==> config.mk <==
export PLATFORM = sky130hd
export DESIGN_NAME = sd_lane_flat
export DESIGN_NICKNAME = d
export VERILOG_FILES = /design/src/hdl/sd_pkg.sv /design/src/hdl/lane_ctl_if.sv /design/src/hdl/sd_spi_reader.sv /design/src/hdl/sd_lane.sv /design/src/flat_wrapper.sv
export SDC_FILE = /design/constraint.sdc
export NUM_CORES = 2
export LEC_CHECK = 0
export ABC_AREA = 0
export BUFFER_PORTS_ARGS = -buffer_cell sky130_fd_sc_hd__buf_4
export CAP_MARGIN = 20
export CORE_AREA = 2 2 694 972
export DETAILED_ROUTE_END_ITERATION = 8
export DIE_AREA = 0 0 696 974
export MAX_ROUTING_LAYER = met4
export SYNTH_ARGS = -nofsm -noshare
export SYNTH_HDL_FRONTEND = slang
export SYNTH_SLANG_ARGS = --single-unit
==> constraint.sdc <==
create_clock -name clk -period 10.6 [get_ports clk]
set_input_delay 0.53 -clock clk [delete_from_list [all_inputs] [get_ports clk]]
set_output_delay 0.53 -clock clk [all_outputs]
set_load 0.05 [all_outputs]
==> src/hdl/sd_pkg.sv <==
// sd protocol constants for spi-mode single block reads
// cmd17 frame union, plus the state codes of the spi reader fsm
package sd_pkg;

  // one data block
  localparam int SECTOR_BYTES = 512;
  // system clocks per half sd clock period
  localparam int CLK_DIV = 2;

  localparam logic [5:0] CMD17_INDEX = 6'd17;
  // start-of-data token for single block reads
  localparam logic [7:0] DATA_TOKEN = 8'hFE;

  // polling limits, counted in whole bytes
  localparam int TOKEN_WAIT_MAX = 1024;
  localparam int R1_WAIT_MAX = 8;

  // reader fsm encodings
  localparam logic [2:0] RD_IDLE = 3'd0;
  localparam logic [2:0] RD_CMD = 3'd1;
  localparam logic [2:0] RD_R1 = 3'd2;
  localparam logic [2:0] RD_TOKEN = 3'd3;
  localparam logic [2:0] RD_DATA = 3'd4;
  localparam logic [2:0] RD_CRC = 3'd5;

  // 48-bit command frame
  // built through the field view, sent msb byte first through the byte view
  typedef union packed {
    struct packed {
      logic        start;
      logic        tx;
      logic [5:0]  index;
      logic [31:0] arg;
      logic [6:0]  crc;
      logic        stop;
    } f;
    logic [5:0][7:0] b;
  } sd_cmd_frame_u;

endpackage

==> src/hdl/lane_ctl_if.sv <==
// per-lane control bundle between dispatcher, lane and collector
`timescale 1ns/1ps

interface lane_ctl_if;

  // one-cycle strobes from the dispatcher
  logic        start;
  logic        next;
  // sector address, held stable by the dispatcher
  logic [31:0] sector;

  // buffer byte at the lane read pointer
  logic [7:0]  data;
  // high while a sector read is running
  logic        busy;
  // sticky, cleared by the next read
  logic        err;

  modport disp (
    output start,
    output next,
    output sector
  );

  modport lane (
    input  start,
    input  next,
    input  sector,
    output data,
    output busy,
    output err
  );

  modport coll (
    input data,
    input busy,
    input err
  );

endinterface

==> src/hdl/sd_spi_reader.sv <==
// spi-mode single block reader
// sends cmd17, polls r1 and the data token, streams 512 bytes out
`timescale 1ns/1ps

module sd_spi_reader (
  input  logic        clk,
  input  logic        rst_n,
  input  logic        start_i,
  input  logic [31:0] sector_i,
  output logic        busy_o,
  output logic        done_o,
  output logic        fail_o,
  output logic        byte_en_o,
  output logic [8:0]  byte_addr_o,
  output logic [7:0]  byte_o,
  output logic        sd_clk_o,
  output logic        sd_mosi_o,
  output logic        sd_cs_n_o,
  input  logic        sd_miso_i
);

  logic [2:0]            state_q;
  logic [7:0]            div_cnt_q;
  logic                  sclk_q;
  logic                  cs_n_q;
  logic                  xfer_q;
  logic [2:0]            bit_cnt_q;
  logic [7:0]            tx_q;
  logic [7:0]            rx_q;
  // frame bytes left, poll count or data index depending on state
  logic [10:0]           cnt_q;
  sd_pkg::sd_cmd_frame_u cmd_frame;
  sd_pkg::sd_cmd_frame_u frame_q;
  logic                  tick;
  logic                  byte_fin;
  logic                  fin_ok;
  logic                  fin_fail;

  // cmd17 frame from the requested sector
  always_comb begin
    cmd_frame.f.start = 1'b0;
    cmd_frame.f.tx    = 1'b1;
    cmd_frame.f.index = sd_pkg::CMD17_INDEX;
    cmd_frame.f.arg   = sector_i;
    // crc is ignored by cards in spi mode
    cmd_frame.f.crc   = 7'h7F;
    cmd_frame.f.stop  = 1'b1;
  end

  // half period tick while a byte is in flight
  assign tick = xfer_q && (div_cnt_q == 8'(sd_pkg::CLK_DIV - 1));
  // falling edge that ends bit 7
  assign byte_fin = tick && sclk_q && (bit_cnt_q == 3'd7);

  // early end, r1 error or a poll limit hit
  always_comb begin
    fin_fail = 1'b0;
    if (byte_fin) begin
      case (state_q)
        sd_pkg::RD_R1:
          fin_fail = rx_q[7] ? (cnt_q == 11'(sd_pkg::R1_WAIT_MAX - 1)) : (rx_q != 8'h00);
        sd_pkg::RD_TOKEN:
          fin_fail = (rx_q != sd_pkg::DATA_TOKEN) &&
                     (cnt_q == 11'(sd_pkg::TOKEN_WAIT_MAX - 1));
        default:
          fin_fail = 1'b0;
      endcase
    end
  end

  // second crc byte closes a good read
  assign fin_ok = byte_fin && (state_q == sd_pkg::RD_CRC) && (cnt_q == 11'd1);

  always_ff @(posedge clk) begin
    if (!rst_n) begin
      state_q   <= sd_pkg::RD_IDLE;
      div_cnt_q <= '0;
      sclk_q    <= 1'b0;
      cs_n_q    <= 1'b1;
      xfer_q    <= 1'b0;
      bit_cnt_q <= '0;
      tx_q      <= 8'hFF;
      cnt_q     <= '0;
      done_o    <= 1'b0;
      fail_o    <= 1'b0;
      byte_en_o <= 1'b0;
    end else begin
      done_o    <= 1'b0;
      byte_en_o <= 1'b0;
      // bit engine, mode 0
      if (xfer_q) begin
        if (tick) begin
          div_cnt_q <= '0;
          sclk_q    <= !sclk_q;
          if (sclk_q) begin
            // falling edge, next bit out and fill with idle ones
            bit_cnt_q <= bit_cnt_q + 3'd1;
            tx_q      <= {tx_q[6:0], 1'b1};
          end
        end else begin
          div_cnt_q <= div_cnt_q + 8'd1;
        end
      end
      case (state_q)
        sd_pkg::RD_IDLE: begin
          if (start_i) begin
            cs_n_q    <= 1'b0;
            xfer_q    <= 1'b1;
            div_cnt_q <= '0;
            tx_q      <= cmd_frame.b[5];
            cnt_q     <= 11'd5;
            state_q   <= sd_pkg::RD_CMD;
          end
        end
        sd_pkg::RD_CMD: begin
          if (byte_fin) begin
            if (cnt_q == '0) begin
              // tx is all ones now, polling starts
              state_q <= sd_pkg::RD_R1;
            end else begin
              tx_q  <= frame_q.b[cnt_q[2:0] - 3'd1];
              cnt_q <= cnt_q - 11'd1;
            end
          end
        end
        sd_pkg::RD_R1: begin
          if (byte_fin) begin
            if (rx_q == 8'h00) begin
              state_q <= sd_pkg::RD_TOKEN;
              cnt_q   <= '0;
            end else begin
              cnt_q <= cnt_q + 11'd1;
            end
          end
        end
        sd_pkg::RD_TOKEN: begin
          if (byte_fin) begin
            if (rx_q == sd_pkg::DATA_TOKEN) begin
              state_q <= sd_pkg::RD_DATA;
              cnt_q   <= '0;
            end else begin
              cnt_q <= cnt_q + 11'd1;
            end
          end
        end
        sd_pkg::RD_DATA: begin
          if (byte_fin) begin
            byte_en_o <= 1'b1;
            if (cnt_q == 11'(sd_pkg::SECTOR_BYTES - 1)) begin
              state_q <= sd_pkg::RD_CRC;
              cnt_q   <= '0;
            end else begin
              cnt_q <= cnt_q + 11'd1;
            end
          end
        end
        sd_pkg::RD_CRC: begin
          if (byte_fin) begin
            cnt_q <= cnt_q + 11'd1;
          end
        end
        default: state_q <= sd_pkg::RD_IDLE;
      endcase
      // release the card and report
      if (fin_ok || fin_fail) begin
        state_q <= sd_pkg::RD_IDLE;
        xfer_q  <= 1'b0;
        cs_n_q  <= 1'b1;
        done_o  <= 1'b1;
        fail_o  <= fin_fail;
      end
    end
  end

  // datapath, sampled on rising sd clock
  always_ff @(posedge clk) begin
    if (xfer_q && tick && !sclk_q) begin
      rx_q <= {rx_q[6:0], sd_miso_i};
    end
    if (state_q == sd_pkg::RD_IDLE && start_i) begin
      frame_q <= cmd_frame;
    end
    if (state_q == sd_pkg::RD_DATA && byte_fin) begin
      byte_o      <= rx_q;
      byte_addr_o <= cnt_q[8:0];
    end
  end

  assign busy_o    = (state_q != sd_pkg::RD_IDLE);
  assign sd_clk_o  = sclk_q;
  assign sd_mosi_o = tx_q[7];
  assign sd_cs_n_o = cs_n_q;

  // the card clock only runs while the card is selected
  a_clk_cs : assert property (@(posedge clk) disable iff (!rst_n) sclk_q |-> !cs_n_q);

endmodule

==> src/hdl/sd_lane.sv <==
// one card lane: idle/read fsm, sector buffer, read pointer
// wraps a single spi reader
`timescale 1ns/1ps

module sd_lane (
  input  logic     clk,
  input  logic     rst_n,
  lane_ctl_if.lane ctl,
  output logic     sd_clk_o,
  output logic     sd_mosi_o,
  output logic     sd_cs_n_o,
  input  logic     sd_miso_i
);

  logic [7:0]  buf_mem [sd_pkg::SECTOR_BYTES];
  logic [8:0]  ptr_q;
  // fsm state, high in read
  logic        reading_q;
  logic        err_q;
  logic        rd_start_q;
  logic [31:0] rd_sector_q;
  logic        rd_busy;
  logic        rd_done;
  logic        rd_fail;
  logic        rd_byte_en;
  logic [8:0]  rd_addr;
  logic [7:0]  rd_byte;

  // strobes only count while idle
  always_ff @(posedge clk) begin
    if (!rst_n) begin
      reading_q  <= 1'b0;
      err_q      <= 1'b0;
      ptr_q      <= '0;
      rd_start_q <= 1'b0;
    end else begin
      rd_start_q <= 1'b0;
      if (!reading_q) begin
        if (ctl.start) begin
          err_q      <= 1'b0;
          ptr_q      <= '0;
          rd_start_q <= 1'b1;
          reading_q  <= 1'b1;
        end else if (ctl.next) begin
          // 511 rolls over to 0
          ptr_q <= ptr_q + 9'd1;
        end
      end else if (rd_done) begin
        reading_q <= 1'b0;
        err_q     <= rd_fail;
      end
    end
  end

  // sector latched at start, the dispatcher copy is shared
  always_ff @(posedge clk) begin
    if (!reading_q && ctl.start) begin
      rd_sector_q <= ctl.sector;
    end
  end

  // fill at the reader's address, pointer stays at 0
  always_ff @(posedge clk) begin
    if (reading_q && rd_byte_en) begin
      buf_mem[rd_addr] <= rd_byte;
    end
  end

  assign ctl.data = buf_mem[ptr_q];
  assign ctl.busy = reading_q;
  assign ctl.err  = err_q;

  sd_spi_reader u_reader (
    .clk         (clk),
    .rst_n       (rst_n),
    .start_i     (rd_start_q),
    .sector_i    (rd_sector_q),
    .busy_o      (rd_busy),
    .done_o      (rd_done),
    .fail_o      (rd_fail),
    .byte_en_o   (rd_byte_en),
    .byte_addr_o (rd_addr),
    .byte_o      (rd_byte),
    .sd_clk_o    (sd_clk_o),
    .sd_mosi_o   (sd_mosi_o),
    .sd_cs_n_o   (sd_cs_n_o),
    .sd_miso_i   (sd_miso_i)
  );

  // reader activity stays inside the lane's read state
  a_no_idle_byte : assert property (@(posedge clk) disable iff (!rst_n)
    rd_byte_en |-> reading_q);
  a_busy_in_read : assert property (@(posedge clk) disable iff (!rst_n)
    rd_busy |-> reading_q);

endmodule

==> src/flat_wrapper.sv <==
// flat-port wrapper written by rule: the top's interface ports become plain ports
module sd_lane_flat 
  (clk, rst_n, sd_clk_o, sd_mosi_o, sd_cs_n_o, sd_miso_i, ctl_start, ctl_next, ctl_sector, ctl_data, ctl_busy, ctl_err);
  lane_ctl_if ctl_i ();
  input  logic clk;
  input  logic rst_n;
  output logic sd_clk_o;
  output logic sd_mosi_o;
  output logic sd_cs_n_o;
  input  logic sd_miso_i;
  input wire logic [$bits(ctl_i.start)-1:0] ctl_start;
  input wire logic [$bits(ctl_i.next)-1:0] ctl_next;
  input wire logic [$bits(ctl_i.sector)-1:0] ctl_sector;
  output wire logic [$bits(ctl_i.data)-1:0] ctl_data;
  output wire logic [$bits(ctl_i.busy)-1:0] ctl_busy;
  output wire logic [$bits(ctl_i.err)-1:0] ctl_err;
  assign ctl_i.start = ctl_start;
  assign ctl_i.next = ctl_next;
  assign ctl_i.sector = ctl_sector;
  assign ctl_data = ctl_i.data;
  assign ctl_busy = ctl_i.busy;
  assign ctl_err = ctl_i.err;
  sd_lane u_core (.clk(clk), .rst_n(rst_n), .ctl(ctl_i), .sd_clk_o(sd_clk_o), .sd_mosi_o(sd_mosi_o), .sd_cs_n_o(sd_cs_n_o), .sd_miso_i(sd_miso_i));
endmodule
==> flow_metrics.py <==
metrics = {
    "outcome": {
        "status": "finished, final reports clean",
    },
    "clock_tree": {
        "cts_buffer_depth": 4,
        "root_buffer": "clkbuf_16",
        "numCtsBuffers": 357,
        "cts_setup_buffers": 0,
        "clk_latency_ns": 0.97,
        "clock-sinks": 4245,
        "clk_pin_slew_ns": 0.07,
        "cts_max_level": 5,
        "cts_tree": "built",
    },
    "timing": {
        "fin_crit_sh": 0.7309,
        "hold_viol": 0,
        "slew_headroom": 0.2049,
        "skew_ns": 0.09456,
        "slew_viol_final": 0,
        "worst_slew_pin_slew_ns": 1.190,
        "finalSetupViolations": 0,
        "period_needed_ns": 7.748,
        "rsz0062_at_grt": "no",
        "clock.fmax_mhz": 129.1,
        "finalWorstSetupSlack_ns": 2.852,
        "finalSetupTns_ns": 0,
    },
    "pwr": {
        "power.total_mw": 32.79,
        "power.density_nw_per_um2": 173.0,
        "peakVddDrop_v": 0.0001539,
        "p_leak_nw": 54.47,
    },
    "critical_path": {
        "cp-end-kind": "primary output",
        "rrSetupSlack_ns": 6.48,
        "crit_path_max_fanout": 102,
        "r2r_start": "u_core.u_reader.byte_addr_o[8]$_DFFE_PP_",
        "r2r_cells": 3,
        "startpoint_type": "register",
        "cp.required_ns": 10.07,
        "arrival_ns": 7.22,
        "worstSetupPathType": "reg -> out",
        "r2r-end": "u_core.buf_mem[295][1]$_DFFE_PP_",
    },
    "yosys": {
        "syn_nets": 8627,
        "synth_top_family_by_area": "multiplexers",
        "synth_cell_types": 85,
        "synth_seq_cells": 4245,
        "syn_area_per_cell_um2": 19.44,
        "ys_seq_area_frac": 0.7604,
        "synth_ff_type": "edfxtp_1",
        "synthXorXnorAreaFrac": 0.0009449,
        "synthMuxAreaShare": 0.1395,
        "postSynth.asyncResetShare": 0,
        "synth_cells": 8581,
        "synthSimpleGateAreaFrac": 0.03874,
        "synth_edf_count": 4185,
        "yosys.area_share.adder": 0.0006749,
        "syn_area_um2": 166900,
        "synth_warnings": 0,
        "synth_compound_area_frac": 0.03965,
    },
    "grt": {
        "grt_max_degree": 214,
        "grt_remaining_overflow": 0,
        "antenna_found_initial": 14,
        "gr-usage-all-layers": 0.1336,
        "grt_pass1_vias": 85670,
        "grt_first_pass_wirelength_um": 645500,
    },
    "place": {
        "hpwl_um": 280100,
        "io_buffers": 49,
        "place_ws_ns": 4.088,
        "gp_congestion": 0.9006,
        "post-place-cells": 17200,
    },
    "routing": {
        "wire_per_inst_um": 25.58,
        "wl_met2_um": 241200,
        "drt_iter0_drc": 9156,
        "postRouteAntennaNets": 0,
        "top_layer": "met4",
        "vias": 84720,
        "firstDrtPassIters": 7,
        "wl_met1_um": 165900,
        "drt-total-wl_um": 458000,
        "routed_via_density": 4.732,
        "routed-wl-met3_um": 27130,
        "route.detailed.drc": 0,
    },
    "final_layout": {
        "stdcell_count": 17900,
        "nFillCells": 65510,
        "mostFrequentLayoutCell": "edfxtp_1",
        "finalNetCount": 8695,
        "area_delta_synth_final_pct": 13.60,
        "layout-drive-gt1-share": 0.1819,
        "final_cell_mix": "edfxtp_1, mux4_2, nor2_1",
    },
    "die": {
        "fp-row-count": 356,
        "die_height_um": 974,
        "die_area_um2": 677900,
        "die_x_um": 696,
        "ioPinCount": 50,
        "core_um2": 669500,
        "start_util": 0.2492,
    },
    "min_path": {
        "hp-start": "ctl_sector[16]",
        "min_to": "u_core.rd_sector_q[16]$_DFFE_PP_",
        "whs_path_depth": 2,
        "hold_path.class": "in -> reg",
    },
    "run": {
        "drv_cap": 0,
    },
}
## critical path, cell delays in order, from the launching register on
cell and delay [ns]:
dfxtp_4 0.86, buf_4 0.66, nand2_4 0.52, buf_12 0.38, o22ai_1 0.43, o22ai_1 0.26, nor4_1 0.41, nand4_1 0.47
nand4_1 0.60, nor3b_2 0.84, buf_4 0.34
## cell type report
| class | count | area [um^2] | share of cell area |
|---|---|---|---|
| Clock inverter | 234 | 2738 | 0.01444 |
| Clock buffer | 420 | 9306 | 0.04910 |
| Antenna cell | 10 | 25.02 | 0.0001320 |
| Tap cell | 8950 | 11200 | 0.05908 |
| Sequential cell | 4245 | 126900 | 0.6695 |
| Inverter | 18 | 80.08 | 0.0004225 |
| Timing Repair Buffer | 256 | 2424 | 0.01279 |
| Multi-Input combinational cell | 3771 | 36870 | 0.1945 |
## report_power, final
group / switching, mW / leakage (nW) / internal (mW)
Combinational: 0.437 / 10.5 / 0.405
Sequential: 0.0188 / 38.1 / 18.2
Clock: 6.24 / 5.85 / 7.53
## registers in the layout (all words and copies together), names as in the netlist, 9 cells and up, named ones only
signal	cells
u_core.buf_mem	4096
u_core.u_reader.frame_q	32
u_core.u_reader.cnt_q	11
u_core.rd_sector_q	32
u_core.u_reader.byte_addr_o	9
u_core.ptr_q	9
## worst max path at each step
stage          slack, ns                        endpoint  depth (start not counted)
2_1_floorplan       3.01  u_core.buf_mem[0][0]$_DFFE_PP_                          0
5_1_grt             2.79                     ctl_data[4]                         10
4_1_cts             3.02                     ctl_data[4]                          9
6_report            2.85                     ctl_data[4]                         10
3_5_place_dp        4.09                     ctl_data[4]                          9
3_3_place_gp        4.13                     ctl_data[4]                          9
## stage by stage
step | util | hold slack, ns | area, um^2
after global placement | 0.2644 | 0.4028 | 177000
after CTS | 0.2830 | 0.2036 | 189400
final | 0.2831 | 0.2762 | 189500
after floorplan | - | 0.4003 | 166900
after detailed placement | 0.2644 | 0.4045 | 177000
after global routing | 0.2831 | 0.2484 | 189500
## metal layers
metal,up-vias,GRT usage
met3,830,0.01547
met5,-,-
met4,0,0.05997
met2,3518,0.2369
li1,35410,-
met1,44950,0.1507
## Yosys cell counts (all sizes together), types with 25 or more instances
cell type  number  area, um^2
edfxtp       4185      125700
a2111oi        29       266.5
a21oi         171       859.6
buf           280        2281
o221ai        229        2006
dfxtp          60        1201
nand2         268        1006
nor2          641        2406
nor3          115       591.8
nor4           80       515.5
a211oi         45       350.3
or2            38       237.7
and3           25       156.4
mux4          743       16730
o22ai         192        1207
and2           26       162.7
nand4          53       331.6
clkbuf        267        1005
o21ai         120       600.6
mux2i         630        6306
nand3          49       245.2
## timing repair
item,in CTS,in global routing
endpoints found under the hold margin,58,0
gates resized for setup,0,0
hold buffers,37,0
setup endpoints to repair,0,0
## cell families after synthesis
kind of cell	after synthesis
simple gates	1400
buf+inv	565
flops	4245
mux	1394
compound gates	950
fa+ha+maj	9
xor+xnor	18
(Power assumes the default switching activity.)
